## config.mk

```make
export PLATFORM = sky130hd
export DESIGN_NAME = psum_fifo
export DESIGN_NICKNAME = d
export VERILOG_FILES = /design/src/source/conv_data_pkg.sv /design/src/source/psum_fifo.sv
export SDC_FILE = /design/constraint.sdc
export NUM_CORES = 1
export LEC_CHECK = 0
export ABC_AREA = 1
export BUFFER_PORTS_ARGS = -buffer_cell sky130_fd_sc_hd__clkbuf_2
export CAP_MARGIN = 20
export CORE_MARGIN = 5
export CORE_UTILIZATION = 55
export CTS_CLUSTER_DIAMETER = 60
export DETAILED_ROUTE_END_ITERATION = 16
export PLACE_DENSITY = 0.76
export SLEW_MARGIN = 20
export SYNTH_ARGS = -nofsm -noshare
export SYNTH_HDL_FRONTEND = slang
export SYNTH_SLANG_ARGS = --single-unit
```

## constraint.sdc

```tcl
create_clock -name clk -period 4.9 [get_ports clk]
set_clock_uncertainty 0.2 [all_clocks]
set_input_delay 0.49 -clock clk [delete_from_list [all_inputs] [get_ports clk]]
set_output_delay 0.49 -clock clk [all_outputs]
set_load 0.05 [all_outputs]
```

## src/source/conv_data_pkg.sv

```systemverilog
// convolution data package with sample and accumulator types and channel parallelism
package conv_data_pkg;

	// feature map sample or kernel weight
	typedef logic signed [15:0] sample_t;

	// product, channel sum, partial sum or bias that wraps on overflow
	typedef logic signed [31:0] acc_t;

	// input channels handled per tap
	localparam int FIN_PAR = 3;

	// output channels handled per tap
	localparam int FOUT_PAR = 2;

endpackage

```

## src/source/psum_fifo.sv

```systemverilog
// partial sum buffer, one output row deep, head readable without latency
`timescale 1ns/100ps

module psum_fifo
	import conv_data_pkg::*;
#(
	parameter int DEPTH = 4
)
(
	input  logic clk,
	input  logic rst_n,
	input  logic push,
	input  logic pop,
	input  acc_t din,
	output acc_t dout
);

	localparam int AW = (DEPTH > 1) ? $clog2(DEPTH) : 1;

	acc_t           mem [DEPTH];
	logic [AW-1:0]  wr_ptr;
	logic [AW-1:0]  rd_ptr;

	// pointers wrap at DEPTH, which need not be a power of two
	always_ff @(posedge clk or negedge rst_n)
	begin
		if (!rst_n)
		begin
			wr_ptr <= '0;
			rd_ptr <= '0;
		end
		else
		begin
			if (push)
				wr_ptr <= (wr_ptr == AW'(DEPTH - 1)) ? '0 : wr_ptr + 1'b1;
			if (pop)
				rd_ptr <= (rd_ptr == AW'(DEPTH - 1)) ? '0 : rd_ptr + 1'b1;
		end
	end

	always_ff @(posedge clk)
	begin
		if (push)
			mem[wr_ptr] <= din;
	end

	assign dout = mem[rd_ptr];	// first word falls through

endmodule

```

==> reports/results.ini <==
[critical_path]
critPathLaunch = rd_ptr[0]
crit_path_end = dout[25]
critPathArrivalTime_ns = 2.38
reg2reg_from = wr_ptr[1]
r2r_cells = 5
cpMostUsedCell = nand2_1
path_class = reg -> out
cp_max_fo = 65
cpPeakStageDelay_ns = 0.67
critPathLaunchType = flop
worst_setup_path_end_kind = output pin
slowest_stage = clkinv_2
ff2ff_setup_slack_ns = 3.10
critPathRequiredTime_ns = 4.21
crit_chain = clkinv_2, nand2_1, nand3_1, nand2_1, clkbuf_2
reg2reg_to = mem[1][13]

[layout]
final_cell_mix = nand2_1 (168), edfxtp_1 (128), inv_1 (103)
drive_gt1_frac = 0.2081
final_nets = 668
nFillCells = 766
multi_input_area_sq_um = 1041
syn_to_final_growth_pct = 22.77
final_core_util = 0.6837
final_common_cell = nand2_1
seq_area_sq_um = 3945
antenna_cells = 0

[timing]
drv_slew = 0
fmax_ghz = 0.3254
fin_setup_tns_ns = 0
rsz0062_at_grt = no
setup_viol = 0
relSlewSlack = 0.4003
finalHoldViolations = 0
setup_ws_ns = 1.827
worst_slew_pin_slew_ns = 0.8996
post-route-period-util = 0.6271
min_period_ns = 3.073

[logic_synthesis]
synthesis.nets = 573
synthCells = 532
synthesis.area_sq_um = 5672
yosysTopAreaCell = edfxtp_1
ys_types = 13
ys_seq_area_frac = 0.6953
synth_seq_cells = 132
synth.area.top_cells = edfxtp_1 (68%), nand2_1 (11%), inv_1 (7.1%), nand3_1 (5.6%), buf_6 (2.2%)
yosysTopAreaCellShare = 0.6777
yosysWarningCount = 0
syn_area_per_cell_sq_um = 10.66

[route]
vias_per_cell = 4.739
drc = 0
routed.top_layer = met4
vias = 3673
ant_nets = 0
route.met3.wl_um = 433
drt-total-wl_um = 11270
dr.pass1.iters = 4
wl_per_cell_um = 14.54
wl_met2_um = 6192
wl_met1_um = 4536
drt_iter0_drc = 252

[placed_design]
place_congestion = 0.7146
dp_slack_ns = 2.401
place_hpwl_um = 6292
io_buffers = 67

[die]
chipHeight_um = 111.6
core_area_sq_um = 10180
io_pins = 68
row_count = 37
initial_utilization = 0.5569
die_area_sq_um = 12440
die_w_um = 111.6

[clock_tree]
cts_buffers = 17
cts_buffer_depth = 2
cts.sinks = 132
cts_setup_buffers = 0
root_buffer = clkbuf_8
cts_tree = yes
clkTransAtPathRegs_ns = 0.06
h-tree-depth = 4
insertion_delay_ns = 0.50

[power]
switching_share = 0.3946
power.switching_w = 0.001820
powerDensity_nw_per_um2 = 662.3
clkPwrFrac = 0.310
p_int_w = 0.002792
finalPower_w = 0.004612
leakage_nw = 3.237
ir_worst_vdd_uv = 406.2
comb_power_share = 0.364
seqPwrFrac = 0.326

[global_routing]
grt_pass1_wl_um = 18640
grt_overflow = 0
track_usage = 0.1922
antenna_found_initial = 0
grt_max_degree = 67
grt_pass1_vias = 3929

[hold_path]
hold_path.class = in -> reg

[run]
cap_violations = 0

[status]
status = finished clean

through the flow:
step	area (sq um)	std cells	hold WS, ns
global route	6963	775	0.0008439
CTS	6962	775	0.002448
detailed placement	6047	720	0.1051
global placement	6047	720	0.1023
floorplan	5672	532	-0.005591
finish	6963	775	0.02035
area by class of cell:
| type | instances | share of cell area |
|---|---|---|
| clock inverter | 13 | 0.03684 |
| sequential | 132 | 0.5666 |
| timing repair buffer | 97 | 0.08913 |
| clock buffer | 18 | 0.06002 |
| tap | 136 | 0.02444 |
| inverter | 136 | 0.07350 |
| multi-input combinational | 243 | 0.1495 |
sequential cells by signal, summed over array words and instances, names as in the netlist:
signal / flops
wr_ptr: 2
mem: 128
rd_ptr: 2
synthesized netlist by cell type:
library cell / n
nor2_1: 2
buf_6: 11
ha_1: 5
nand3_1: 64
edfxtp_1: 128
buf_2: 9
dfrtp_1: 4
nand2_1: 168
buf_4: 1
o21ai_1: 3
o21ai_0: 1
inv_1: 107
inv_2: 29
cell families (layout without fill, tap and decap cells):
kind of cell,Yosys count,in the layout,share of synthesized area
simple gates,234,234,0.1690
buf+inv,157,264,0.1211
flops,132,132,0.6953
fa+ha+maj,5,5,0.01103
compound gates,4,4,0.003528
layer usage:
metal | vias up | GRT usage
met5 | - | 0
li1 | 1847 | -
met2 | 67 | 0.3502
met1 | 1750 | 0.2195
met3 | 9 | 0.04457
met4 | 0 | 0.07299
how the worst min path moves through the flow:
stage          startpoint    endpoint  slack, ns  depth (start not counted)
2_1_floorplan       rst_n   rd_ptr[0]     -0.006                          0
3_3_place_gp        rst_n   wr_ptr[0]       0.10                          1
3_5_place_dp        rst_n   wr_ptr[0]       0.11                          1
4_1_cts           din[21]  mem[0][21]      0.002                          1
5_1_grt           din[21]  mem[0][21]     0.0008                          1
6_report          din[17]  mem[1][17]       0.02                          1
critical path: cells and delay by family, from the launching register on:
family / cells / cell delay, ns
flip-flops: 1 / 0.37
AND/OR/NAND/NOR: 3 / 0.53
buffers and inverters: 2 / 0.96
timing repair:
action                    CTS  global route
hold buffers               24             0
hold endpoints to repair   94             0
gates resized for setup     0             0
power groups by stage:
stage | Clock [W] | Combinational, W | Sequential, W
after floorplan | 0 | 0.00134 | 0.00151
after global placement | 0 | 0.00165 | 0.00151
after detailed placement | 0 | 0.00168 | 0.00152
after CTS | 0.00145 | 0.00171 | 0.00150
after global routing | 0.00150 | 0.00182 | 0.00152
final | 0.00143 | 0.00168 | 0.00150
Power figures use the tool's default switching activity.
