--- config.mk ---
export PLATFORM = sky130hd
export DESIGN_NAME = mac_array
export DESIGN_NICKNAME = d
export VERILOG_FILES = /design/src/source/conv_geom_pkg.sv /design/src/source/conv_data_pkg.sv /design/src/source/mac_array.sv
export SDC_FILE = /design/constraint.sdc
export NUM_CORES = 2
export LEC_CHECK = 0
export BUFFER_PORTS_ARGS = -buffer_cell sky130_fd_sc_hd__buf_2
export CORE_MARGIN = 3
export CORE_UTILIZATION = 33
export DETAILED_ROUTE_END_ITERATION = 8
export GPL_ROUTABILITY_DRIVEN = 0
export GPL_TIMING_DRIVEN = 0
export HOLD_SLACK_MARGIN = 0.12
export PLACE_DENSITY = 0.5
export SLEW_MARGIN = 20
export SYNTH_ARGS = -nofsm -noshare
export SYNTH_HDL_FRONTEND = slang
export SYNTH_SLANG_ARGS = --single-unit
--- constraint.sdc ---
create_clock -name clk -period 7.1 [get_ports clk]
set_clock_uncertainty 0.15 [all_clocks]
set_input_delay 1.065 -clock clk [delete_from_list [all_inputs] [get_ports clk]]
set_output_delay 1.065 -clock clk [all_outputs]
set_load 0.05 [all_outputs]
--- src/source/conv_geom_pkg.sv ---
// convolution geometry package with default layer size and position index types
package conv_geom_pkg;

	// default kernel and output sizes for the top level parameters
	localparam int DEF_KERNEL_W = 3;	// taps per kernel row
	localparam int DEF_KERNEL_H = 3;	// kernel rows
	localparam int DEF_OUT_W    = 4;	// output columns
	localparam int DEF_OUT_H    = 2;	// output rows

	// output column index
	typedef logic [5:0] col_t;

	// output row index
	typedef logic [5:0] row_t;

	// kernel row inside the window
	typedef logic [3:0] win_row_t;

	typedef logic [5:0] chnl_t;	// output channel pair
	typedef logic [3:0] tap_t;	// tap inside a kernel row

endpackage

--- src/source/conv_data_pkg.sv ---
// convolution data package with sample and accumulator types and channel parallelism
package conv_data_pkg;

	// feature map sample or kernel weight
	typedef logic signed [15:0] sample_t;

	// product, channel sum, partial sum or bias that wraps on overflow
	typedef logic signed [31:0] acc_t;

	// input channels handled per tap
	localparam int FIN_PAR = 3;

	// output channels handled per tap
	localparam int FOUT_PAR = 2;

endpackage

--- src/source/mac_array.sv ---
// tap-serial multiply-accumulate array, three input by two output channels
`timescale 1ns/100ps

module mac_array
	import conv_data_pkg::*, conv_geom_pkg::*;
#(
	parameter int KERNEL_W = 3
)
(
	input  logic    clk,
	input  logic    rst_n,
	input  logic    tap_vld,
	input  sample_t fin_ch0,
	input  sample_t fin_ch1,
	input  sample_t fin_ch2,
	input  sample_t wgt_f0_c0,
	input  sample_t wgt_f0_c1,
	input  sample_t wgt_f0_c2,
	input  sample_t wgt_f1_c0,
	input  sample_t wgt_f1_c1,
	input  sample_t wgt_f1_c2,
	output logic    mac_done,
	output acc_t    mac_f0_c0,
	output acc_t    mac_f0_c1,
	output acc_t    mac_f0_c2,
	output acc_t    mac_f1_c0,
	output acc_t    mac_f1_c1,
	output acc_t    mac_f1_c2
);

	sample_t fin [FIN_PAR];
	sample_t wgt [FOUT_PAR][FIN_PAR];
	acc_t    prod [FOUT_PAR][FIN_PAR];
	acc_t    acc [FOUT_PAR][FIN_PAR];
	tap_t    tap_cnt;
	logic    tap_last;

	assign fin[0] = fin_ch0;
	assign fin[1] = fin_ch1;
	assign fin[2] = fin_ch2;
	assign wgt[0][0] = wgt_f0_c0;
	assign wgt[0][1] = wgt_f0_c1;
	assign wgt[0][2] = wgt_f0_c2;
	assign wgt[1][0] = wgt_f1_c0;
	assign wgt[1][1] = wgt_f1_c1;
	assign wgt[1][2] = wgt_f1_c2;

	assign tap_last = (tap_cnt == tap_t'(KERNEL_W - 1));

	// tap position within the kernel row
	always_ff @(posedge clk or negedge rst_n)
	begin
		if (!rst_n)
		begin
			tap_cnt  <= '0;
			mac_done <= 1'b0;
		end
		else
		begin
			mac_done <= tap_vld && tap_last;	// sums stay put until the next tap
			if (tap_vld)
				tap_cnt <= tap_last ? '0 : tap_cnt + 1'b1;
		end
	end

	// products sign extended to the accumulator width
	always_comb
	begin
		for (int o = 0; o < FOUT_PAR; o++)
		begin
			for (int i = 0; i < FIN_PAR; i++)
				prod[o][i] = acc_t'(fin[i]) * acc_t'(wgt[o][i]);
		end
	end

	always_ff @(posedge clk)
	begin
		if (tap_vld)
		begin
			for (int o = 0; o < FOUT_PAR; o++)
			begin
				for (int i = 0; i < FIN_PAR; i++)
				begin
					if (tap_cnt == '0)
						acc[o][i] <= prod[o][i];	// restart on tap 0
					else
						acc[o][i] <= acc[o][i] + prod[o][i];
				end
			end
		end
	end

	assign mac_f0_c0 = acc[0][0];
	assign mac_f0_c1 = acc[0][1];
	assign mac_f0_c2 = acc[0][2];
	assign mac_f1_c0 = acc[1][0];
	assign mac_f1_c1 = acc[1][1];
	assign mac_f1_c2 = acc[1][2];

endmodule

==> metrics <==
Pins Over Slew Limit=0; largest net degree at the start of global routing=around 70; crit start category=primary input; CTS tree=built; largest area contributor in the netlist=fa_1; worst-margin pin slew=1.09 ns; final wirelength=258000 µm; Sink Count=197; DR DRC count=0; drt pass-1 iters=5; Final Cycle Share=1.18; max_slew headroom=0.270; met3 wire len=15100 µm; crit end category=register; post-synthesis cell count=8287; initial antenna violation count=32; Ys Warns=0; vias per inst=4.92; fmax=119 MHz; vias in the first global route=roughly 64k; Reg clk slew, reported paths=0.12 ns; CP Class=in2reg; IO Count=340; synth-to-layout area growth=24.3%; net count after synthesis=10.7k; failing checks=negative setup slack; slack of the critical path=-1.29 ns; cts bufs inserted=17; grt ovf=0; Core ar.=0.226 mm²; CP delay by family, top=adder cells; register area=0.00589 mm²; Critical Path AT=8.56 ns; Max Buffers Root-to-Sink=2; height of the die=484 µm; Total GRT Usage=0.220; clock latency at the later pin of the worst-skew pair=0.57 ns; layout filler cell count=22.4k; commonest non-fill, non-tap cells in the layout=inv_1 (1740), fa_1 (1524), nand2_1 (974); share of the synthesized area in the top cell type=0.419; cell depth of the worst setup path=32; Post-synth EDFFs=192; Initial Util=0.333; Unique masters post-synth=73; Die X=484 µm; Multi-input gate area=0.0663 mm²; PortBufs=338; critical path required time=7.26 ns; async set-reset flop share out of synthesis=0.0254; Synth area leaders=fa_1 (42%), ha_1 (11%), inv_1 (9.1%); most frequent CP cell=fa_1; htree depth=4; RSZ-0062 raised after global routing=yes; status=finished with violations; mean post-synth cell area=9.09 µm²; Fin Hold WS=0.186 ns; Detailed Place HPWL=~210000 µm; worst min path class=in2async; synthesized area=0.0753 mm²; max-cap check violation count=0; Post-synth top flop=edfxtp_1; antenna-violating nets left=0; leading cell type in the layout, fill and taps excluded=inv_1; first-pass GRT wire length=392000 µm; DR top layer=met5; sequential-to-total area share from yosys stat=0.0782; DR WL/cell=21.2 µm; Slowest-stage cell, CP=fa_1; Routed met2 length=119000 µm; min Tclk post-route=8.39 ns; M1 wire length=approximately 110000 µm; cell chosen for the clock root=clkbuf_16; CP bufs+invs=7; register bit total from synthesis=197; placement row count=174; R2R depth=10; CP max stage delay=between 0.5 and 0.6 ns; final hold vios=0; layout cells sized above 1=0.209; die area=approximately 0.23 mm²; Nets=11.5k; Max FO, Critical Path=6; final setup vio count=94; Starting DRT DRC Count=3286; vias=59.7k
==> cells in the mapped netlist, drive strengths merged, types with 151 or more instances <==
| cell | count |
|---|---|
| edfxtp | 192 |
| a21o | 151 |
| nor2 | 206 |
| inv | 1819 |
| and2 | 758 |
| a21oi | 271 |
| o21ai | 285 |
| xnor2 | 252 |
| clkbuf | 278 |
| nand2 | 1008 |
| ha | 690 |
| fa | 1578 |
==> metrics by stage <==
step / util / setup TNS (ns) / instances / instance area [µm²] / worst slack [ns]
3_3_place_gp: 0.365 / -187.51 / 11617 / 82600 / -2.64
3_5_place_dp: 0.367 / -177.51 / 11631 / 82900 / -2.64
6_report: 0.414 / -66.54 / 12136 / 93600 / -1.29
5_1_grt: 0.414 / -85.25 / 12129 / 93600 / -1.49
4_1_cts: 0.399 / -53.52 / 11961 / 90300 / -1.22
2_1_floorplan: - / -46.58 / 8287 / 77100 / -1.28
==> registers in the layout, indices dropped and copies added, names as in the netlist <==
name	cells
acc	192
mac_done	1
tap_cnt	4
==> logic make-up (layout without fill, tap and decap cells) <==
kind of cell,count (synthesis),in the layout,synth area share
AOI/OAI and AO/OA,1045,1045,0.0878
xor gates and xnor gates,376,376,0.0439
adders and majority gates,2268,2268,0.534
buffers and inverters,2109,2949,0.105
DFF,197,197,0.0782
muxes,23,23,0.00337
other,0,17,0
and+or+nand+nor,2269,2269,0.148
==> final cells by class <==
| class | instances | area share |
|---|---|---|
| multi-input combinational | 5981 | 0.708 |
| inverter | 1819 | 0.0735 |
| timing repair buffer | 818 | 0.0695 |
| sequential | 197 | 0.0629 |
| tap | 2992 | 0.0400 |
| buffer | 280 | 0.0394 |
| clock buffer | 18 | 0.00458 |
| clock inverter | 14 | 0.00163 |
| antenna | 17 | 0.000454 |
==> worst reg2reg max path: stages, from the launching register on <==
cell and delay, ns:
dfrtp_1 0.41, nor2_1 0.18, nand2_1 0.14, o21ai_2 0.33, buf_6 0.20, clkbuf_2 0.45
clkbuf_2 0.64, buf_2 0.54, clkbuf_1 0.81, nand2_1 0.13, o21ai_0 0.13
==> what timing repair did <==
action,in CTS,in global routing
endpoints found under the setup margin,109,108
cloned,6,1
setup buffers,310,180
gates resized for setup,979,575
hold endpoints to repair,0,0
pin swaps,339,410
hold buffers,0,0
==> path summary, 6_finish.rpt <==
path,from,end,slack [ns]
min in group clk,tap_cnt[3],tap_cnt[3],0.34
max,wgt_f1_c2[4],acc[1][31],-1.29
min,rst_n,mac_done,0.19
min reg2reg,tap_cnt[3],tap_cnt[3],0.34
max reg2reg,tap_cnt[2],acc[0][77],2.81
max in group asynchronous,rst_n,tap_cnt[2],6.38
==> per-layer routing <==
metal	GRT usage	up-vias
li1	-	27075
met1	0.302	30768
met2	0.352	1609
met3	0.0307	269
met4	0.0805	2
met5	0	-
Power is left out: the tool's default activity adds up to more than one toggle a clock period on the data nets, which glitch-free logic cannot reach.
