`config.mk`:
```
export PLATFORM = sky130hd
export DESIGN_NAME = window_counter
export DESIGN_NICKNAME = d
export VERILOG_FILES = /design/src/source/conv_geom_pkg.sv /design/src/source/window_counter.sv
export SDC_FILE = /design/constraint.sdc
export NUM_CORES = 1
export LEC_CHECK = 0
export BUFFER_PORTS_ARGS = -buffer_cell sky130_fd_sc_hd__buf_2
export CELL_PAD_IN_SITES_DETAIL_PLACEMENT = 1
export CELL_PAD_IN_SITES_GLOBAL_PLACEMENT = 2
export CORE_ASPECT_RATIO = 1.2
export CORE_MARGIN = 3
export CORE_UTILIZATION = 35
export CTS_CLUSTER_DIAMETER = 30
export DETAILED_ROUTE_END_ITERATION = 8
export PLACE_DENSITY = 0.92
export SETUP_SLACK_MARGIN = 0.3
export SLEW_MARGIN = 20
export SYNTH_ARGS = -nofsm -noshare
export SYNTH_HDL_FRONTEND = slang
export SYNTH_SLANG_ARGS = --single-unit
```
`constraint.sdc`:
```
create_clock -name clk -period 3.75 [get_ports clk]
set_input_delay 0.375 -clock clk [delete_from_list [all_inputs] [get_ports clk]]
set_output_delay 0.375 -clock clk [all_outputs]
set_load 0.05 [all_outputs]
```
`src/source/conv_geom_pkg.sv`:
```
// convolution geometry package with default layer size and position index types
package conv_geom_pkg;

	// default kernel and output sizes for the top level parameters
	localparam int DEF_KERNEL_W = 3;	// taps per kernel row
	localparam int DEF_KERNEL_H = 3;	// kernel rows
	localparam int DEF_OUT_W    = 4;	// output columns
	localparam int DEF_OUT_H    = 2;	// output rows

	// output column index
	typedef logic [5:0] col_t;

	// output row index
	typedef logic [5:0] row_t;

	// kernel row inside the window
	typedef logic [3:0] win_row_t;

	typedef logic [5:0] chnl_t;	// output channel pair
	typedef logic [3:0] tap_t;	// tap inside a kernel row

endpackage

```
`src/source/window_counter.sv`:
```
// column, kernel row, output row and channel pair counters for the adder stage
`timescale 1ns/100ps

module window_counter
	import conv_geom_pkg::*;
#(
	parameter int OUT_W    = 4,
	parameter int KERNEL_H = 3,
	parameter int OUT_H    = 2
)
(
	input  logic     clk,
	input  logic     rst_n,
	input  logic     sum_vld,
	output col_t     proc_col,
	output win_row_t proc_win_row,
	output row_t     proc_row,
	output chnl_t    proc_chnl,
	output logic     col_last,
	output logic     win_row_last,
	output logic     row_last,
	output logic     first_win_row
);

	assign col_last      = (proc_col == col_t'(OUT_W - 1));
	assign win_row_last  = (proc_win_row == win_row_t'(KERNEL_H - 1));
	assign row_last      = (proc_row == row_t'(OUT_H - 1));
	assign first_win_row = (proc_win_row == '0);

	// column runs fastest, then kernel row, then output row
	always_ff @(posedge clk or negedge rst_n)
	begin
		if (!rst_n)
		begin
			proc_col     <= '0;
			proc_win_row <= '0;
			proc_row     <= '0;
			proc_chnl    <= '0;
		end
		else if (sum_vld)
		begin
			if (!col_last)
				proc_col <= proc_col + 1'b1;
			else
			begin
				proc_col <= '0;
				if (!win_row_last)
					proc_win_row <= proc_win_row + 1'b1;
				else
				begin
					proc_win_row <= '0;
					if (!row_last)
						proc_row <= proc_row + 1'b1;
					else
					begin
						proc_row  <= '0;
						proc_chnl <= proc_chnl + 1'b1;	// free running, wraps
					end
				end
			end
		end
	end

endmodule

```
==> results of run 1 <==
-- kinds of logic after synthesis --
| family | synth area share, % |
|---|---|
| multiplexers | 4.94 |
| AO/OA/AOI/OAI | 5.06 |
| flip-flops | 50.6 |
| adder cells (fa/ha/maj) | 4.60 |
| AND/OR/NAND/NOR | 23.1 |
| buffers and inverters | 2.07 |
| XOR/XNOR | 9.66 |
-- final cells by class --
type,instances,area [µm²],area share [%]
multi-input cells,67,515,40.2
flip-flops and latches,22,551,42.9
inverters,3,11.3,0.878
clock buffers,3,22.5,1.76
repair buffers,28,140,10.9
well taps,34,42.5,3.32
-- power by group through the flow --
| stage | Combinational [µW] | Clock, µW | Sequential (µW) |
|---|---|---|---|
| 2_1_floorplan | 200 | 0 | 557 |
| 3_3_place_gp | 467 | 0 | 383 |
| 3_5_place_dp | 475 | 0 | 389 |
| 4_1_cts | 476 | 111 | 385 |
| 5_1_grt | 498 | 120 | 398 |
| 6_report | 469 | 102 | 383 |
-- path summary, 6_finish.rpt --
check	startpoint	endpoint	cells after the start
worst max-delay path	proc_row[3]$_DFFE_PN0P_	row_last	3
max in group asynchronous	rst_n	proc_col[2]$_DFFE_PN0P_	1
min in group clk	sum_vld	proc_col[0]$_DFFE_PN0P_	2
worst max register to register	proc_win_row[0]$_DFFE_PN0P_	proc_row[1]$_DFFE_PN0P_	4
worst min-delay path	rst_n	proc_col[4]$_DFFE_PN0P_	1
worst min register to register	proc_chnl[5]$_DFFE_PN0P_	proc_chnl[5]$_DFFE_PN0P_	1
-- worst max-delay path, delay by kind of cell (launching register included) --
| kind | cells | cell delay, ps |
|---|---|---|
| buffers and inverters | 1 | 290 |
| DFF | 1 | 450 |
| and+or+nand+nor | 2 | 600 |
-- cells in the mapped netlist (2+ instances only) --
| master | number |
|---|---|
| dfrtp_1 | 22 |
| ha_1 | 4 |
| inv_1 | 3 |
| mux2_2 | 3 |
| mux2i_1 | 2 |
| nand2_1 | 6 |
| nand3_1 | 6 |
| nand4_1 | 5 |
| nor2_1 | 5 |
| o21ai_0 | 2 |
| o21ai_1 | 2 |
| xnor2_1 | 7 |
| xor2_1 | 5 |
-- routing by layer --
metal	wire, µm	vias up	track usage (%)	share of wire [%]
met5	0	-	0	0
met2	1190	19	23.9	52
li1	-	391	-	-
met3	123	2	2.13	5.4
met4	12	0	5.22	0.53
met1	953	396	15.3	42
-- placed cells by master, fill, tap and decap left out, drive strengths merged, types with 2 or more instances in the layout --
master  Yosys  layout
mux2i       2       2
xnor2       7       7
nor4        2       2
dfrtp      22      22
and2        2       2
buf         1      28
nand2b      2       2
nor3        2       2
nor2        5       5
clkbuf      0       3
nand4       6       6
nand2       6       6
ha          4       4
mux2        3       3
nand3       6       6
inv         3       3
xor2        5       5
o21ai       4       4
-- flip-flops by register name (all words and copies together) (netlist names) --
| signal | cells |
|---|---|
| proc_col | 6 |
| proc_win_row | 4 |
| proc_row | 6 |
| proc_chnl | 6 |
-- metrics by stage --
step | worst slack [ps] | utilization, % | instances | power [µW] | hold slack [ps]
after global placement | 2080 | 43.6 | 154 | 849 | 367
after detailed placement | 2050 | 43.6 | 154 | 864 | 374
after CTS | 1690 | 44.4 | 157 | 971 | 33.2
final | 1740 | 44.4 | 157 | 955 | 22.7
after global routing | 1570 | 44.4 | 157 | 1020 | 48.5
after floorplan | 1070 | - | 93 | 756 | 79.4
==> impl_results.md, run 1 <==
* Syn Inst Count at 93
* Initial antenna violation count at 0
* H-tree depth at 1
* Via count at between 800 and 900
* Asr flop ratio synth at 100%
* Ys flop type: dfrtp_1
* CTS clk-pin slew, worst paths at roughly 110 ps
* Setup Fix Bufs, Post-CTS at 0
* CP Cell Sequence: nor3_1, and3b_1, buf_2
* Chip width at between 50 and 60 µm
* CTS max path bufs at 2
* WP data arrival at approximately 1600 ps
* Top cell type by total area after synthesis: dfrtp_1
* Row count at 21
* Post-CTS sizing at 0
* Worst Tran Pin Value at ~490 ps
* Layout cells sized above 1 at about 33%
* Vias in the first global route at 822
* Max-Cap Viols at 0
* Synthesized flop and latch total at 22
* Cell Area, Placed at ~1300 µm²
* DRT Pass-1 Iters at 4
* Clock power share at about a tenth
* Root Driver: clkbuf_4
* Post-synth EDFFs at 0
* Synth top area share at 50.6%
* Register area share after synthesis at roughly half
* Hold Crit Class: input port to asynchronous set/reset pin
* Final setup vio count at 0
* Finished Cell Area at roughly 1300 µm²
* Sw frac at 52.4%
* ANT cells at 0
* Post-DP HPWL at roughly 1.8 mm
* Final Hold Viols at 0
* Worst reg-to-reg setup slack at around 2100 ps
* Setup TNS at 0 ps
* CTS Hold Bufs at 0
* Core area at roughly 2900 µm²
* Yosys warns at 0
* CP required at 3380 ps
* Peak supply drop at roughly 430 µV
* First-pass GRT wire length at 3.87 mm
* GR Overflow Total at 0
* Total CTS buffers at 3
* Setup crit end kind: output port
* Die H at ~67 µm
* Final ANT Viol Nets at 0
* Crit Path Class: register to output port
* Pins over their slew limit at 0
* Total track usage at roughly an eighth
* Starting Density at 37.7%
* Pwr dens at between 700 and 800 nW/µm²
* I/O pin cnt at 29
* CP max-delay cell: dfrtp_1
* Die ar. at between 3000 and 4000 µm²
* CTS tree: yes
* DRC at 0
* Mapped Area at ~1100 µm²
* Final period util at a little over half
* Status: finished clean
* Startpoint types: register
* Slew margin rel. at 67.5%
* Final WL at roughly 2.3 mm
* Distinct cells, synth at 34
* Seq pwr share at between 40 and 50%
* Area growth, synth to finish at 17.8%
* Sink Count at 22
* Fin nets at ~130
* WL/cell at ~15 µm
* Clk_skew at 1.80 ps
* Fillers at 352
* Ranking of synthesized cells by area: dfrtp_1, xnor2_1, ha_1
* Port Buffers at 28
* Max frequency at 497 MHz
* Combinational share of power at 49.1%
* Syn_nets at 100
* Clock Latency Late Sink at 290 ps
* Min Tclk post-route at between 2000 and 2500 ps
* GPL Wtd Cong at 0.741
* Crit-path max FO at 5
* Max incr delay on CP at 450 ps
* Vias per cell at roughly 5
* Largest net degree at the start of global routing at 23
* P_int at 455 µW
* DR iter-0 viols at 24
* P_leak at between 0.0006 and 0.0007 µW
* Net switching power at between 500 and 600 µW
* Avg Cell Area, Syn at 11.7 µm²
* RSZ-0062 raised after global routing: false
(Power assumes the default switching activity.)
==> run 2, diff against run 1 <==
--- a/config.mk
+++ b/config.mk
@@ -5,15 +5,16 @@
 export SDC_FILE = /design/constraint.sdc
 export NUM_CORES = 1
 export LEC_CHECK = 0
+export ABC_AREA = 1
 export BUFFER_PORTS_ARGS = -buffer_cell sky130_fd_sc_hd__buf_2
 export CELL_PAD_IN_SITES_DETAIL_PLACEMENT = 1
 export CELL_PAD_IN_SITES_GLOBAL_PLACEMENT = 2
 export CORE_ASPECT_RATIO = 1.2
 export CORE_MARGIN = 3
-export CORE_UTILIZATION = 35
+export CORE_UTILIZATION = 27
 export CTS_CLUSTER_DIAMETER = 30
 export DETAILED_ROUTE_END_ITERATION = 8
-export PLACE_DENSITY = 0.92
+export PLACE_DENSITY = 0.84
 export SETUP_SLACK_MARGIN = 0.3
 export SLEW_MARGIN = 20
 export SYNTH_ARGS = -nofsm -noshare
==> constraint.sdc (replaced) <==
create_clock -name clk -period 1.65 [get_ports clk]
set_input_delay 0.165 -clock clk [delete_from_list [all_inputs] [get_ports clk]]
set_output_delay 0.165 -clock clk [all_outputs]
set_load 0.05 [all_outputs]
==> run 2 against run 1 <==
Cell count is 72% higher. Clock-buffer cell count grew 1. Highest routed layer unchanged. Hold slack better by 150 ps.
==> impl_results.md, run 2 <==
* WL/cell at 12.9 µm (-11%)
* Bufs and invs on worst path at 2 (+1)
* DR iter-0 viols at 47 (+96%)
* P_leak at 0.000996 µW (+53%)
* Starting Density at 29.1% (-8.6 points)
* DRC at 0 (unchanged)
* CTS clk-pin slew, worst paths at 80 ps (-30 ps)
* Post-DP HPWL at 2.51 mm (+41%)
* I/O pin cnt at 29 (unchanged)
* Clk_skew at 2.87 ps (+1.07 ps)
* Crit-path leading delay family: flip-flops
* Area of the multi-input gates at 766 µm² (+49%)
* Mapped Area at 1290 µm² (+18%)
* Pwr dens at 1590 nW/µm² (+110%)
* Register area share after synthesis at 42.8% (-7.8 points)
* Vias per cell at 4.54 (-12%)
* Biggest regs: proc_chnl (6), proc_col (6), proc_row (6)
* Synth top area share at 42.8% (-7.8 points)
* Fin cells at 270 (+72%)
* Peak supply drop at 787 µV (+83%)
* Ranking of synthesized cells by area: dfrtp_1, nand2_1, inv_1
* FF+latch area at 573 µm² (+4.1%)
* Initial antenna violation count at 0 (unchanged)
* CP max-delay cell: dfrtp_2
* Min Tclk post-route at 1390 ps
* Total CTS buffers at 3 (unchanged)
* Final setup vio count at 0 (unchanged)
* Distinct cells, synth at 23 (-32%)
* Worst Tran Pin Value at 520 ps (+32.2 ps)
* Setup crit end kind: output port
* Setup TNS at 0 ps (unchanged)
* Worst reg-to-reg setup slack at 310 ps (-1790 ps)
* Sink Count at 22 (unchanged)
* Avg Cell Area, Syn at 7.85 µm² (-33%)
* Setup Slack @ Placement at 288 ps (-1760 ps)
* Top-count cell post-synth: nand2_1
* CP Cell Sequence: inv_2, ha_4, nand2_4, nor2_4, buf_6
* Vias in the first global route at 1,286 (+56%)
* Hold Crit Class: input port to register
* Total track usage at 13.2% (+0.060 points)
* Syn Inst Count at 164 (+76%)
* CTS max path bufs at 2 (unchanged)
* ANT cells at 0 (unchanged)
* Chip width at 69.0 µm (+21%)
* Largest net degree at the start of global routing at 23 (unchanged)
* Clock Latency Late Sink at 260 ps (-30 ps)
* Placed cells at 249 (+62%)
* Asr flop ratio synth at 100% (unchanged)
* Die ar. at 5640 µm² (+48%)
* Status: finished clean
* Via count at 1,225 (+52%)
* Crit-path max FO at 2 (-3)
* Port Buffers at 28 (unchanged)
* Most common cell after layout, fill and taps aside: nand2_1
* Fin nets at 222 (+68%)
* First-pass GRT wire length at 6.12 mm (+58%)
* Die H at 81.6 µm (+22%)
* GR Overflow Total at 0 (unchanged)
* DRT Pass-1 Iters at 4 (unchanged)
* Slew margin rel. at 65.3% (-2.1 points)
* Worst setup margin at 257 ps (-1480 ps)
* Core area at 4420 µm² (+53%)
* Ys flop type: dfrtp_1
* WP data arrival at 1230 ps (-410 ps)
* Row count at 26 (+24%)
* Max frequency at roughly 700 MHz
* Top post-synthesis cells by count: nand2_1, dfrtp_1, inv_1, nand3_1, nor2_1
* Area growth, synth to finish at 44.8%
* Max incr delay on CP at 410 ps (-40 ps)
* Max-Cap Viols at 0 (unchanged)
* Fillers at 546 (+55%)
* Synthesized flop and latch total at 22 (unchanged)
* H-tree depth at 1 (unchanged)
* Syn_nets at 171 (+71%)
* Root Driver: clkbuf_8
* Crit Path Class: register to output port
* CP required at 1480 ps (-1900 ps)
* CTS tree: yes
* Final Hold Viols at 0 (unchanged)
* Yosys warns at 0 (unchanged)
* RSZ-0062 raised after global routing: true
* Layout cells sized above 1 at 45.3% (+12 points)
* Pins over their slew limit at 0 (unchanged)
* Startpoint types: register
* Post-synth EDFFs at 0 (unchanged)
* GPL Wtd Cong at 0.765 (+3.2%)
* Final ANT Viol Nets at 0 (unchanged)
* Final period util at a little over four fifths
* Final WL at 3.47 mm (+52%)
* Top cell type by total area after synthesis: dfrtp_1
* Commonest cells after routing, fill and taps aside: nand2_1, buf_2, inv_1, dfrtp_2
run 2: changes by cell type after synthesis, sizes merged, moves of 3 or more:
| cell | before | now |
|---|---|---|
| inv | 3 | 22 |
| mux2 | 3 | 0 |
| nand2 | 6 | 57 |
| nand3 | 6 | 17 |
| nand4 | 6 | 3 |
| nor2 | 5 | 16 |
| o21ai | 4 | 7 |
| xnor2 | 7 | 0 |
run 2: power breakdown:
| group | switching [µW] | internal (µW) |
|---|---|---|
| combinational | 1130 | 572 |
| clock | 177 | 213 |
| sequential | 180 | 690 |
run 2: worst paths after layout:
| kind | startpoint | to | cells past startpoint |
|---|---|---|---|
| worst max register to register | proc_row[1]$_DFFE_PN0P_ | proc_row[2]$_DFFE_PN0P_ | 7 |
| worst max-delay path | proc_row[1]$_DFFE_PN0P_ | row_last | 5 |
| worst min-delay path | sum_vld | proc_col[1]$_DFFE_PN0P_ | 3 |
| max in group asynchronous | rst_n | proc_col[0]$_DFFE_PN0P_ | 2 |
| min in group asynchronous | rst_n | proc_row[4]$_DFFE_PN0P_ | 2 |
| worst min register to register | proc_chnl[1]$_DFFE_PN0P_ | proc_chnl[1]$_DFFE_PN0P_ | 2 |
run 2: layout make-up:
type	count	area share, %
well taps	56	3.76
clock buffers	4	2.95
inverters	22	4.43
repair buffers	46	17.0
flip-flops and latches	22	30.7
multi-input cells	120	41.1
run 2: what timing repair did:
| action | 4_1_cts | 5_1_grt |
|---|---|---|
| pin swaps | 5 | 4 |
| endpoints found under the setup margin | 16 | 18 |
| buffers inserted | 11 | 4 |
| hold buffers | 1 | 0 |
| endpoints found under the hold margin | 22 | 0 |
| cloned | 0 | 1 |
| resized for setup | 14 | 14 |
run 2: routing by layer:
layer  routed length [µm]  GRT usage (%)
met1                 1530           16.3
met2                 1790           24.2
met3                  114           1.59
met4                   35           4.10
met5                    0              0
run 2: through the flow:
step           hold WS, ps  instance area [µm²]  utilization [%]  power [µW]
5_1_grt                209                 1860             42.1        3160
4_1_cts                173                 1780             40.2        2930
3_3_place_gp           180                 1580             35.8        2270
6_report               175                 1860             42.1        2960
2_1_floorplan         -131                 1370                -        1960
3_5_place_dp           174                 1580             35.8        2280
run 2: logic make-up after synthesis:
logic type / count (synthesis) / share of synthesized area (%)
fa+ha+maj: 4 / 3.89
flops: 22 / 42.8
simple gates: 100 / 38.2
xor+xnor: 7 / 4.76
buf+inv: 23 / 7.29
compound gates: 8 / 3.11
run 2: tightest hold or removal path, cell delays in order:
cell and delay [ps]:
buf_2 130, nand2_1 60, nand2_1 40
==> run 3, diff against run 2 <==
==> constraint.sdc (replaced) <==
create_clock -name clk -period 1.27 [get_ports clk]
set_input_delay 0.127 -clock clk [delete_from_list [all_inputs] [get_ports clk]]
set_output_delay 0.127 -clock clk [all_outputs]
set_load 0.05 [all_outputs]
==> run 3 against run 2 <==
The flow now finishes with violations (setup timing). First-iteration DRC count fell by 6.4%. Cell count rose by 11%. Utilization rose by 15 points. Design area rose by 35%. Non-clock buffer count rose by 30.
==> impl_results.md, run 3 (synthesized netlist as in run 2, its figures left out) <==
* Status: complete, but fails checks
* Violated checks: setup timing
* P_leak at 0.00120 µW (+20%)
* Startpoint types: register
* Area of the multi-input gates at 863 µm² (+13%)
* Row count at 26 (unchanged)
* Pwr dens at 2000 nW/µm² (+26%)
* Total CTS buffers at 3 (unchanged)
* Die ar. at 5640 µm² (unchanged)
* Final setup vio count at 22 (+22)
* Clock power share at 9.8% (-3.4 points)
* Fillers at 516 (-5.5%)
* CTS tree: yes
* DRT Pass-1 Iters at 4 (unchanged)
* Combinational share of power at 67.6% (+10 points)
* Commonest cells after routing, fill and taps aside: nand2_1, buf_6, buf_8
* GR Overflow Total at 0 (unchanged)
* CTS clk-pin slew, worst paths at 90 ps (about the same)
* Final Hold Viols at 0 (unchanged)
* Biggest regs: proc_chnl (6), proc_col (6), proc_row (6)
* Worst Tran Pin Value at 526 ps (+6.24 ps)
* Initial antenna violation count at 0 (unchanged)
* Sw frac at 46.5% (-3.7 points)
* Vias in the first global route at 1,570 (+22%)
* Starting Density at 29.1% (unchanged)
* Core area at 4420 µm² (unchanged)
* Clock Latency Late Sink at 280 ps (+20 ps)
* Hold Crit Class: input port to register
* Final period util at 114%
* Max-Cap Viols at 0 (unchanged)
* Layout cells sized above 1 at 61.3% (+16 points)
* Post-DP HPWL at 2.58 mm (+3.0%)
* Worst setup margin at -174 ps (-431 ps)
* Port Buffers at 28 (unchanged)
* Pins over their slew limit at 0 (unchanged)
* CP required at 1470 ps (about the same)
* I/O pin cnt at 29 (unchanged)
* GPL Wtd Cong at 0.738 (-3.5%)
* Finished Cell Area at 2510 µm² (+35%)
* Via count at 1,390 (+13%)
* Root Driver: clkbuf_8
* First-pass GRT wire length at 7.47 mm (+22%)
* Chip width at 69.0 µm (unchanged)
* Max frequency at 693 MHz
* Seq pwr share at 22.6% (-6.8 points)
* Min Tclk post-route at between 1000 and 1500 ps
* Cell Area, Placed at 1780 µm² (+13%)
* Sink Count at 22 (unchanged)
* FF+latch area at 574 µm² (+0.22%)
* Slew margin rel. at 64.9% (-0.42 points)
* Fin nets at 251 (+13%)
* Total track usage at 16.7% (+3.4 points)
* Net switching power at 2340 µW (+57%)
* Largest net degree at the start of global routing at 23 (unchanged)
* P_int at 2690 µW (+82%)
* Final WL at 4.41 mm (+27%)
* Vias per cell at 4.65 (+2.5%)
* Final ANT Viol Nets at 0 (unchanged)
* DR iter-0 viols at 44 (-6.4%)
* Hold slack at 147 ps (-27.9 ps)
* RSZ-0062 raised after global routing: true
* H-tree depth at 1 (unchanged)
* WP data arrival at 1650 ps (+420 ps)
* DRC at 0 (unchanged)
* ANT cells at 0 (unchanged)
* Clk_skew at 7.42 ps (+4.55 ps)
* Peak supply drop at 1530 µV (+94%)
* Area growth, synth to finish at 95.3%
* Final core occ at 56.8% (+15 points)
* Most common cell after layout, fill and taps aside: nand2_1
* Crit Path Class: register to register
* Crit-path max FO at 6 (+4)
* Setup crit end kind: register
* WL/cell at 14.8 µm (+15%)
* CTS max path bufs at 2 (unchanged)
* Die H at 81.6 µm (unchanged)
run 3: cell count changes in the layout (fill, tap and decap cells not counted), moves of 4 or more:
cell	delta
nand2_2	+7
nand3_2	+7
buf_2	-22
buf_6	+28
nand3_1	-7
o21ai_0	-4
nand2_1	-8
buf_8	+21
run 3: layout make-up:
cell class	count	area share, %
clock buffer	4	1.79
inverter	22	3.53
timing repair buffer	76	34.7
multi-input combinational	119	34.3
sequential	22	22.8
tap	56	2.79
run 3: metrics by stage:
step	TNS, ps	power [µW]	std cells	setup slack (ps)
floorplan	-2410	2630	164	-208
global placement	0	3220	267	22.4
detailed placement	-165	3260	267	-44.3
CTS	-1200	4740	296	-151
global route	-4440	5280	299	-263
finish	-2480	5020	299	-174
run 3: power by group through the flow:
stage	Clock, µW	Combinational [µW]	Sequential (µW)
floorplan	0	884	1740
global placement	0	2120	1100
detailed placement	0	2150	1110
CTS	478	3140	1120
global route	534	3590	1160
finish	491	3390	1140
run 3: per-layer routing:
layer / share of wire [%] / GRT usage [%]
met5: 0 / 0
met4: 1.4 / 5.86
met3: 3.4 / 3.43
met2: 57 / 32.3
met1: 38 / 17.9
run 3: worst paths after layout:
path                                         start                          end  slack (ps)  depth (start not counted)
max                        proc_col[5]$_DFFE_PN0P_  proc_win_row[0]$_DFFE_PN0P_        -170                          8
max reg2reg                proc_col[5]$_DFFE_PN0P_  proc_win_row[0]$_DFFE_PN0P_        -170                          8
min in group asynchronous                    rst_n      proc_col[5]$_DFFE_PN0P_         350                          2
max in group asynchronous                    rst_n     proc_chnl[2]$_DFFE_PN0P_         530                          2
min                                        sum_vld      proc_col[1]$_DFFE_PN0P_         150                          3
min reg2reg                proc_row[4]$_DFFE_PN0P_      proc_row[4]$_DFFE_PN0P_         550                          2
run 3: worst max-delay path, stage by stage (launching register included):
cell and delay, ps:
dfrtp_2 440, nor2_4 160, nand3_4 90, buf_6 130, nor2_4 150, buf_6 140
buf_12 110, nand3_1 70, o21ai_1 90
run 3: what timing repair did:
action,CTS,global route
gates resized for setup,117,20
pin swaps,16,18
hold endpoints to repair,22,0
hold buffers,1,0
setup buffers,24,3
endpoints found under the setup margin,46,47
